==> src/design/decode_pkg.sv <==
`default_nettype none

package decode_pkg;

  typedef logic [31:0] word_t;
  typedef logic [31:0] addr_t;
  typedef logic [4:0] reg_addr_t;

  localparam int lane_count = 2;

  // base opcodes of RV32I
  localparam logic [6:0] op_lui    = 7'b0110111;
  localparam logic [6:0] op_auipc  = 7'b0010111;
  localparam logic [6:0] op_jal    = 7'b1101111;
  localparam logic [6:0] op_jalr   = 7'b1100111;
  localparam logic [6:0] op_branch = 7'b1100011;
  localparam logic [6:0] op_load   = 7'b0000011;
  localparam logic [6:0] op_store  = 7'b0100011;
  localparam logic [6:0] op_imm    = 7'b0010011;
  localparam logic [6:0] op_reg    = 7'b0110011;
  localparam logic [6:0] op_fence  = 7'b0001111;
  localparam logic [6:0] op_system = 7'b1110011;

  typedef struct packed {
    logic valid;
    addr_t pc;                       // address of lane 0
    logic [63:0] data;               // lane 0 in the low word
  } fetch_packet_t;

  typedef struct packed {
    addr_t pc;
    addr_t npc;
    word_t instr;
    logic misaligned;
  } lane_in_t;

  typedef struct packed {
    logic wren;
    logic rden1;
    logic rden2;
    logic alu;
    logic lui;
    logic auipc;
    logic jal;
    logic jalr;
    logic branch;
    logic load;
    logic store;
    logic fence;
    logic csreg;
    logic ecall;
    logic ebreak;
    logic mret;
    logic legal;
  } lane_op_t;

  typedef struct packed {
    addr_t pc;
    addr_t npc;
    word_t instr;
    reg_addr_t waddr;
    reg_addr_t raddr1;
    reg_addr_t raddr2;
    word_t imm;
    lane_op_t op;
    logic valid;
    logic exception;
  } lane_decode_t;

  typedef struct packed {
    lane_decode_t [lane_count-1:0] lane;
    logic valid;
  } decode_packet_t;

  localparam lane_decode_t empty_lane = '0;

endpackage

`default_nettype wire

==> src/design/fetch_split.sv <==
`default_nettype none

module fetch_split import decode_pkg::*; (
  input fetch_packet_t fetch,
  output lane_in_t [lane_count-1:0] lanes
);

  logic misaligned;

  // a packet must start on a word boundary, otherwise every lane traps
  assign misaligned = |fetch.pc[1:0];

  always_comb begin
    addr_t lane_pc;
    lane_pc = fetch.pc;
    for (int i = 0; i < lane_count; i++) begin
      lanes[i].pc = lane_pc;
      lanes[i].npc = lane_pc + 32'd4;
      lanes[i].instr = fetch.valid ? fetch.data[32*i +: 32] : '0;
      lanes[i].misaligned = misaligned;
      lane_pc = lane_pc + 32'd4;  // next lane sits one word higher
    end
  end

endmodule

`default_nettype wire

==> src/design/lane_decoder.sv <==
`default_nettype none

module lane_decoder import decode_pkg::*; (
  input lane_in_t lane,
  output lane_decode_t decoded
);

  word_t instr;
  logic [6:0] opcode;
  logic [2:0] funct3;
  logic [6:0] funct7;
  word_t imm_i;
  word_t imm_s;
  word_t imm_b;
  word_t imm_u;
  word_t imm_j;

  assign instr = lane.instr;
  assign opcode = instr[6:0];
  assign funct3 = instr[14:12];
  assign funct7 = instr[31:25];

  assign imm_i = {{20{instr[31]}}, instr[31:20]};
  assign imm_s = {{20{instr[31]}}, instr[31:25], instr[11:7]};
  assign imm_b = {{19{instr[31]}}, instr[31], instr[7], instr[30:25], instr[11:8], 1'b0};
  assign imm_u = {instr[31:12], 12'b0};
  assign imm_j = {{11{instr[31]}}, instr[31], instr[19:12], instr[20], instr[30:21], 1'b0};

  always_comb begin
    lane_op_t op;
    word_t imm;
    logic word_ok;
    logic writes;
    op = '0;
    imm = '0;
    word_ok = 1'b0;
    writes = 1'b0;
    case (opcode)
      op_lui, op_auipc: begin
        word_ok = 1'b1;
        op.lui = (opcode == op_lui);
        op.auipc = (opcode == op_auipc);
        writes = 1'b1;
        imm = imm_u;
      end
      op_jal: begin
        word_ok = 1'b1;
        op.jal = 1'b1;
        writes = 1'b1;
        imm = imm_j;
      end
      op_jalr: begin
        word_ok = (funct3 == 3'b000);
        op.jalr = word_ok;
        writes = word_ok;
        op.rden1 = word_ok;
        imm = imm_i;
      end
      op_branch: begin
        word_ok = (funct3[2:1] != 2'b01);  // 010 and 011 are unused
        op.branch = word_ok;
        op.rden1 = word_ok;
        op.rden2 = word_ok;
        imm = imm_b;
      end
      op_load: begin
        word_ok = (funct3 != 3'b011) && (funct3[2:1] != 2'b11);
        op.load = word_ok;
        writes = word_ok;
        op.rden1 = word_ok;
        imm = imm_i;
      end
      op_store: begin
        word_ok = !funct3[2] && (funct3[1:0] != 2'b11);
        op.store = word_ok;
        op.rden1 = word_ok;
        op.rden2 = word_ok;
        imm = imm_s;
      end
      op_imm: begin
        // shifts keep funct7 in the upper immediate bits
        case (funct3)
          3'b001: word_ok = (funct7 == 7'b0000000);
          3'b101: word_ok = (funct7 == 7'b0000000) || (funct7 == 7'b0100000);
          default: word_ok = 1'b1;
        endcase
        op.alu = word_ok;
        writes = word_ok;
        op.rden1 = word_ok;
        imm = imm_i;
      end
      op_reg: begin
        word_ok = (funct7 == 7'b0000000) ||
                  ((funct7 == 7'b0100000) && (funct3 == 3'b000 || funct3 == 3'b101));
        op.alu = word_ok;
        writes = word_ok;
        op.rden1 = word_ok;
        op.rden2 = word_ok;
      end
      op_fence: begin
        word_ok = (funct3 == 3'b000);
        op.fence = word_ok;
      end
      op_system: begin
        if (funct3 == 3'b000) begin
          op.ecall = (instr == 32'h00000073);
          op.ebreak = (instr == 32'h00100073);
          op.mret = (instr == 32'h30200073);
          word_ok = op.ecall | op.ebreak | op.mret;
        end else if (funct3 != 3'b100) begin
          word_ok = 1'b1;
          op.csreg = 1'b1;
          writes = 1'b1;
          op.rden1 = !funct3[2];  // immediate forms take rs1 as a constant
          imm = imm_i;
        end
      end
      default: word_ok = 1'b0;
    endcase
    op.wren = writes && (instr[11:7] != 5'd0);  // x0 is never written
    op.legal = word_ok && !lane.misaligned;

    decoded.pc = lane.pc;
    decoded.npc = lane.npc;
    decoded.instr = instr;
    decoded.waddr = instr[11:7];
    decoded.raddr1 = instr[19:15];
    decoded.raddr2 = instr[24:20];
    decoded.imm = imm;
    decoded.op = op;
    decoded.valid = 1'b0;
    decoded.exception = 1'b0;
  end

endmodule

`default_nettype wire

==> src/design/decode_register.sv <==
`default_nettype none

module decode_register import decode_pkg::*; (
  input logic clock,
  input logic reset,
  input lane_decode_t [lane_count-1:0] lanes,
  input logic fetch_valid,
  input logic flush,
  input logic halt,
  output decode_packet_t decode
);

  decode_packet_t next;
  logic [lane_count-1:0] lane_valid;
  logic [lane_count-1:0] lane_exception;

  always_comb begin
    next.valid = fetch_valid;
    for (int i = 0; i < lane_count; i++) begin
      next.lane[i] = lanes[i];
      if (fetch_valid) begin
        // an undecodable word still travels on, flagged for the trap logic
        next.lane[i].valid = 1'b1;
        next.lane[i].exception = !lanes[i].op.legal;
      end
    end
    if (flush || halt) begin
      next.valid = 1'b0;
      for (int i = 0; i < lane_count; i++) begin
        next.lane[i] = empty_lane;
      end
    end
  end

  always_ff @(posedge clock) begin
    if (!reset) begin
      decode <= '0;
    end else begin
      decode <= next;
    end
  end

  always_comb begin
    for (int i = 0; i < lane_count; i++) begin
      lane_valid[i] = decode.lane[i].valid;
      lane_exception[i] = decode.lane[i].exception;
    end
  end

  valid_packet_has_valid_lanes: assert property (@(posedge clock) disable iff (!reset)
    decode.valid |-> &lane_valid);

  flush_drops_next_packet: assert property (@(posedge clock) disable iff (!reset)
    flush |=> !decode.valid);

  exception_only_on_valid_lane: assert property (@(posedge clock) disable iff (!reset)
    (lane_exception & ~lane_valid) == '0);

endmodule

`default_nettype wire

==> src/design/decode_stage.sv <==
`default_nettype none

module decode_stage import decode_pkg::*; (
  input logic clock,
  input logic reset,
  input fetch_packet_t fetch,
  input logic flush,
  input logic halt,
  output decode_packet_t decode
);

  lane_in_t [lane_count-1:0] lane_in;
  lane_decode_t [lane_count-1:0] lane_out;

  fetch_split split (
    .fetch(fetch),
    .lanes(lane_in)
  );

  for (genvar i = 0; i < lane_count; i++) begin : g_lane
    lane_decoder decoder (
      .lane(lane_in[i]),
      .decoded(lane_out[i])
    );
  end

  // one register stage holds both lanes for the issue logic
  decode_register decode_reg (
    .clock(clock),
    .reset(reset),
    .lanes(lane_out),
    .fetch_valid(fetch.valid),
    .flush(flush),
    .halt(halt),
    .decode(decode)
  );

endmodule

`default_nettype wire

==> config.mk <==
export PLATFORM = sky130hd
export DESIGN_NAME = decode_stage
export DESIGN_NICKNAME = d
export VERILOG_FILES = /design/src/design/decode_pkg.sv /design/src/design/fetch_split.sv /design/src/design/lane_decoder.sv /design/src/design/decode_register.sv /design/src/design/decode_stage.sv
export SDC_FILE = /design/constraint.sdc
export NUM_CORES = 1
export LEC_CHECK = 0
export ABC_AREA = 1
export BUFFER_PORTS_ARGS = -buffer_cell sky130_fd_sc_hd__buf_2
export CELL_PAD_IN_SITES_DETAIL_PLACEMENT = 0
export CELL_PAD_IN_SITES_GLOBAL_PLACEMENT = 2
export CORE_ASPECT_RATIO = 2
export CORE_MARGIN = 4
export CORE_UTILIZATION = 26
export DETAILED_ROUTE_END_ITERATION = 8
export HOLD_SLACK_MARGIN = 0.1
export PLACE_DENSITY_LB_ADDON = 0.1
export SLEW_MARGIN = 0
export SYNTH_ARGS = -nofsm -noshare
export SYNTH_HDL_FRONTEND = slang
export SYNTH_SLANG_ARGS = --single-unit
==> constraint.sdc <==
create_clock -name clock -period 2.33 [get_ports clock]
set_input_delay 0.233 -clock clock [delete_from_list [all_inputs] [get_ports clock]]
set_output_delay 0.233 -clock clock [all_outputs]
set_load 0.01 [all_outputs]
==> results of run 1 <==
## final cells by class
| class | count | area share |
|---|---|---|
| clock buffer | 33 | 0.04699 |
| clock inverter | 15 | 0.01674 |
| inverter | 162 | 0.03843 |
| multi-input combinational | 940 | 0.2780 |
| sequential | 256 | 0.3219 |
| tap | 535 | 0.04204 |
| timing repair buffer | 641 | 0.2560 |
## per-stage QoR
| step | area (um2) | setup WS, ns | power [uW] |
|---|---|---|---|
| 2_1_floorplan | 10770 | 0.4957 | 5051 |
| 3_3_place_gp | 13830 | -0.1304 | 5545 |
| 3_5_place_dp | 13830 | -0.1023 | 5537 |
| 4_1_cts | 15820 | 0.04045 | 10700 |
| 5_1_grt | 15920 | 0.00004219 | 10930 |
| 6_report | 15920 | 0.1797 | 10510 |
## tightest hold or removal path, cell delays in order
cell     delay, ns
buf_2         0.11
nand2_1       0.09
buf_4         0.13
nor2_1        0.06
## cells by family (layout without fill, tap and decap cells)
logic type | after synthesis | count (layout) | synth area share
buf+inv | 270 | 851 | 0.1226
flops | 256 | 256 | 0.4757
simple gates | 806 | 807 | 0.3295
fa+ha+maj | 3 | 3 | 0.003485
compound gates | 122 | 122 | 0.06144
xor+xnor | 8 | 8 | 0.007201
## cells in the final DEF (no fill, tap or decap), types with 17 or more instances in the layout
master | Yosys | final
nor2_1 | 274 | 268
clkbuf_16 | 0 | 27
inv_1 | 141 | 140
nor2_2 | 19 | 21
dlygate4sd3_1 | 0 | 98
nand4_1 | 21 | 21
nand2_1 | 330 | 328
dfxtp_1 | 256 | 256
nand3_1 | 62 | 62
a21oi_1 | 72 | 72
o21ai_0 | 20 | 20
inv_2 | 18 | 18
nor3_1 | 40 | 38
buf_2 | 8 | 424
buf_4 | 73 | 112
nand2_2 | 20 | 19
nor2_4 | 12 | 17
## where the power goes
group          internal [uW]  leakage [uW]  switching (uW)
registers               4440       0.00207            25.7
clock network           3050      0.000494            1890
logic                    441       0.00577             665
## how the worst min path moves through the flow
| stage | end | cells after the start | slack (ns) |
|---|---|---|---|
| 3_3_place_gp | decode_reg.decode[131] | 3 | 0.46 |
| 3_5_place_dp | decode_reg.decode[131] | 3 | 0.47 |
| 5_1_grt | decode_reg.decode[2] | 4 | 0.14 |
| 6_report | decode_reg.decode[98] | 4 | 0.13 |
| 2_1_floorplan | decode_reg.decode[295] | 1 | 0.31 |
| 4_1_cts | decode_reg.decode[98] | 4 | 0.11 |
## routing by layer
metal | up-vias | part of all wire | GRT usage | routed length (um)
met5 | - | 0 | 0 | 0
met4 | 0 | 0.044 | 0.08582 | 2149
met3 | 81 | 0.057 | 0.04045 | 2747
met2 | 410 | 0.57 | 0.4285 | 27650
met1 | 5112 | 0.33 | 0.1897 | 15990
li1 | 5638 | - | - | -
## repair_timing
action / in CTS / in global routing
endpoints found under the hold margin: 145 / 0
endpoints found under the setup margin: 0 / 12
gates resized for setup: 0 / 24
hold buffers: 98 / 0
setup buffers: 0 / 0
==> flow_summary.json, run 1 <==
{
  "outcome": "finished, final reports clean",
  "syn_area_per_cell_um2": 7.353,
  "slowest_stage": "dlygate4sd3_1",
  "grt_max_degree": 48,
  "fillers": 4416,
  "synth_edf_count": 0,
  "hpwl_um": 39620,
  "grt_overflow": 0,
  "vias": 11241,
  "cp_cell_sequence": "dlygate4sd3_1 > buf_4 > ha_2 > nand2_4 > nor2_4 > nand2_2 > nand2_2 > nand2_4 > nor2_4 > nand2_1 > nor2_2 > nand2_1 > nor2_2 > nand3_1 > nand2_1 > inv_1",
  "syn_nets": 1569,
  "ys_ff_latch": 256,
  "slew_headroom": 0.6281,
  "start_util": 0.2628,
  "synth_common_cells": "nand2_1 (330), nor2_1 (274), dfxtp_1 (256)",
  "drt_iter0_markers": 386,
  "track_usage": 0.2057,
  "synth-seq-area-share": 0.4757,
  "yosysMostFrequentCell": "nand2_1",
  "antenna_found_initial": 0,
  "cts_tree": "yes",
  "hp-class": "input pin to flip-flop",
  "holdWs_ns": 0.1335,
  "clock_sinks": 256,
  "h-tree-depth": 1,
  "largest_reg_flops": 256,
  "cp-endpoint": "decode_reg.decode[291]",
  "fmax_mhz": 465.1,
  "numCtsBuffers": 26,
  "critical_path_required_ns": 2.78,
  "pin_count": 426,
  "yosysTopAreaCell": "dfxtp_1",
  "synthArstFlopShare": 0,
  "setup_tns_ns": 0,
  "syn_area_um2": 10770,
  "cp-start-kind": "input pin",
  "crit_buf_inv": 3,
  "grt_pass1_vias": 11695,
  "antenna_cells": 0,
  "postRouteAntennaNets": 0,
  "synth_top_area_frac": 0.4757,
  "drive_gt1_frac": 0.3390,
  "clk_pin_slew_ns": 0.07,
  "critical_path_depth": 16,
  "critPathMaxStageDelay_ns": 0.53,
  "multi_input_area_um2": 4425,
  "setup.worst_path.class": "input pin to flip-flop",
  "nets": 2131,
  "ys.flop_type": "dfxtp_1",
  "post-route-util": 0.3884,
  "synth_cell_types": 46,
  "finalHoldViolCount": 0,
  "cp_top_family": "simple AND/OR/NAND/NOR gates",
  "place_congestion": 0.9055,
  "setup.worst_path.end_class": "flip-flop",
  "core_um2": 40990,
  "slew_viol_final": 0,
  "worst_ir_drop_vdd_mv": 0.4797,
  "die_h_um": 295.9,
  "totalWireLength_um": 48540,
  "rsz0062_at_grt": "false",
  "die_w_um": 151.9,
  "synth_area_leaders": "dfxtp_1 (48%), nand2_1 (11%), nor2_1 (9.5%)",
  "worst_pin_slew_ns": 0.5558,
  "ys_warn_count": 0,
  "routedWlPerCell_um": 18.80,
  "grt_pass1_wl_um": 70820,
  "dr.pass1.iters": 5,
  "layout-area-overhead-vs-synth_pct": 47.79,
  "vias_per_cell": 4.354,
  "route.detailed.drc": 0,
  "portBuffers": 425,
  "seq_area_um2": 5125,
  "floorplan.die_area_um2": 44950,
  "arrival_ns": 2.60,
  "finalCritPeriodShare": 0.9229,
  "post-route-min-period_ns": 2.150,
  "root_buffer": "clkbuf_16",
  "startpoint": "fetch[67]",
  "fin_cells": 2582,
  "p_per_area_nw_per_um2": 660.4,
  "num_rows": 105,
  "leakage_uw": 0.008332,
  "synth_cells": 1465,
  "hp-start": "fetch[31]",
  "cp_common_cell": "nand2_1",
  "cp_max_fo": 7,
  "finalSetupViolCount": 0,
  "dp.cells": 2435,
  "drv_cap": 0,
  "clk_path_buf_depth": 3
}
Note: power is estimated with default switching activity, not from simulation.
==> run 2, diff against run 1 <==
--- a/config.mk
+++ b/config.mk
@@ -11,11 +11,12 @@
 export CELL_PAD_IN_SITES_GLOBAL_PLACEMENT = 2
 export CORE_ASPECT_RATIO = 2
 export CORE_MARGIN = 4
-export CORE_UTILIZATION = 26
+export CORE_UTILIZATION = 29
 export DETAILED_ROUTE_END_ITERATION = 8
 export HOLD_SLACK_MARGIN = 0.1
 export PLACE_DENSITY_LB_ADDON = 0.1
 export SLEW_MARGIN = 0
 export SYNTH_ARGS = -nofsm -noshare
 export SYNTH_HDL_FRONTEND = slang
+export SYNTH_HIERARCHICAL = 1
 export SYNTH_SLANG_ARGS = --single-unit
==> run 2 against run 1 <==
  * Utilization fell by 2.0 points
  * Routed wire length grew 22%
  * Sequential share of layout area increased by 0.22 points
  * Design area up 26%
  * Maximum frequency down 1.4%
  * Power increased by 22%
  * Worst hold slack got worse by 0.016 ns
  * Critical path type unchanged
  * Critical endpoint is now decode_reg/decode[282]
  * Clock power increased by 16%
==> flow_summary.json, run 2 <==
{
  "largest_reg_flops": 325,
  "holdWs_ns": 0.1178,
  "cp-start-kind": "input pin",
  "clock_sinks": 325,
  "place_congestion": 0.8846,
  "setup_tns_ns": 0,
  "power_switching_share": 0.2513,
  "synth-seq-area-share": 0.4063,
  "totalWireLength_um": 59250,
  "drt_iter0_markers": 564,
  "hp-class": "input pin to flip-flop",
  "arrival_ns": 2.60,
  "ys_ff_latch": 325,
  "antenna_found_initial": 2,
  "fmax_mhz": 458.7,
  "syn_area_per_cell_um2": 7.014,
  "drv_cap": 0,
  "h-tree-depth": 2,
  "synth_edf_count": 0,
  "cts_tree": "yes",
  "worst_ir_drop_vdd_mv": 0.5406,
  "p_seq_frac": 0.443,
  "finalSetupViolCount": 0,
  "route.detailed.drc": 0,
  "rsz0062_at_grt": "true",
  "vias": 13554,
  "cts_setup_buffers": 0,
  "syn_area_um2": 16010,
  "cp-endpoint": "decode_reg/decode[282]",
  "vias_per_cell": 4.021,
  "die_w_um": 174.2,
  "finalPower_uw": 12810,
  "die_h_um": 340.3,
  "clk_pin_slew_ns": 0.06,
  "grt_pass1_wl_um": 88240,
  "num_rows": 121,
  "layout-area-overhead-vs-synth_pct": 25.36,
  "hpwl_um": 48690,
  "synth_common_cells": "inv_1 (515), nor2_1 (483), nand2_1 (338)",
  "p_comb_frac": 0.108,
  "synthArstFlopShare": 0,
  "layout_common_cells": "inv_1 (515), nor2_1 (457), buf_2 (424)",
  "grt_overflow": 0,
  "dp.cells": 3241,
  "post-route-util": 0.3683,
  "p_per_area_nw_per_um2": 638.1,
  "p_sw_uw": 3219,
  "grt_pass1_vias": 14270,
  "pin_count": 426,
  "floorplan.die_area_um2": 59270,
  "routedWlPerCell_um": 17.58,
  "synth_top_area_frac": 0.4063,
  "root_buffer": "clkbuf_16",
  "nets": 2773,
  "post-route-min-period_ns": 2.180,
  "start_util": 0.2938,
  "startpoint": "fetch[75]",
  "dr.pass1.iters": 5,
  "p_int_uw": 9590,
  "postRouteAntennaNets": 0,
  "slew_viol_final": 0,
  "yosysMostFrequentCell": "inv_1",
  "final_common_cell": "inv_1",
  "ys_warn_count": 6,
  "drive_gt1_frac": 0.3071,
  "finalHoldViolCount": 0,
  "leakage_uw": 0.01108,
  "synth_cell_types": 41,
  "setup.worst_path.end_class": "flip-flop",
  "pwr-share-clk": 0.449,
  "synth_area_leaders": "dfxtp_1 (41%), buf_4 (14%), inv_1 (12%)",
  "fin_cells": 3371,
  "core_um2": 54500,
  "slew_headroom": 0.6363,
  "cp_max_fo": 4,
  "worst_pin_slew_ns": 0.5455,
  "synth_cells": 2283,
  "ys.flop_type": "dfxtp_1",
  "numCtsBuffers": 34,
  "yosysTopAreaCell": "dfxtp_1",
  "setup.worst_path.class": "input pin to flip-flop",
  "grt_max_degree": 66,
  "critical_path_required_ns": 2.75,
  "finalCritPeriodShare": 0.9357,
  "outcome": "finished, final reports clean",
  "track_usage": 0.1966,
  "clk_path_buf_depth": 3,
  "portBuffers": 425
}
[run 2: critical path, cell delays in order]
cell	delay, ns
dlygate4sd3_1	0.51
buf_2	0.18
nand2_2	0.08
buf_4	0.13
nor2_1	0.17
nand2_1	0.11
o21bai_1	0.17
nand2_2	0.14
nor2_4	0.17
nand2_2	0.10
buf_4	0.16
nor2_2	0.17
nand2_1	0.07
nand2_1	0.06
nand2_1	0.04
inv_1	0.04
nor2_1	0.04
[run 2: how the worst min path moves through the flow]
stage                                   endpoint       from  depth (start not counted)
final                     decode_reg/decode[244]  fetch[47]                          5
after global routing      decode_reg/decode[256]  fetch[59]                          6
after CTS                 decode_reg/decode[244]  fetch[47]                          5
after detailed placement  decode_reg/decode[162]  fetch[95]                          3
after global placement    decode_reg/decode[162]  fetch[95]                          3
after floorplan           decode_reg/decode[164]  fetch[96]                          2
[run 2: cells by family (layout without fill, tap and decap cells)]
family / after synthesis / in the layout / share of synthesized area
AO/OA/AOI/OAI: 54 / 54 / 0.02172
adder cells (fa/ha/maj): 3 / 3 / 0.002344
XOR/XNOR: 22 / 22 / 0.01414
other: 2 / 6 / 0.0004690
buffers and inverters: 877 / 1285 / 0.2869
AND/OR/NAND/NOR: 1000 / 1000 / 0.2681
flip-flops: 325 / 325 / 0.4063
[run 2: area by class of cell]
type,count,area [um2]
fillers,6035,34430
flip-flops and latches,325,6506
multi-input cells,1083,5062
repair buffers,698,4499
inverters,527,1978
clock buffers,50,1065
well taps,676,845.8
clock inverters,10,112.6
diodes,2,5.005
[run 2: metrics by stage]
step | worst slack [ns] | area (um2)
2_1_floorplan | 0.2237 | 16020
3_3_place_gp | -0.3047 | 18070
3_5_place_dp | -0.3089 | 18070
4_1_cts | 0.02545 | 19930
5_1_grt | -0.02163 | 20070
6_report | 0.1499 | 20070
[run 2: metal layers]
layer	GRT usage	share of wire	up-vias
li1	-	-	7009
met1	0.1879	0.34	6058
met2	0.3972	0.56	399
met3	0.04012	0.054	88
met4	0.08241	0.044	0
met5	0	0	-
[run 2: what timing repair did]
action / CTS / global route
endpoints found under the setup margin: 0 / 16
hold endpoints to repair: 88 / 1
hold buffers: 68 / 1
resized for setup: 0 / 46
[run 2: power by group through the flow]
stage / clock network, uW / registers, uW / logic [uW]
after CTS: 6000 / 5670 / 1400
after global placement: 0 / 5800 / 1310
final: 5750 / 5670 / 1380
after floorplan: 0 / 5840 / 956
after detailed placement: 0 / 5800 / 1300
after global routing: 6180 / 5680 / 1540
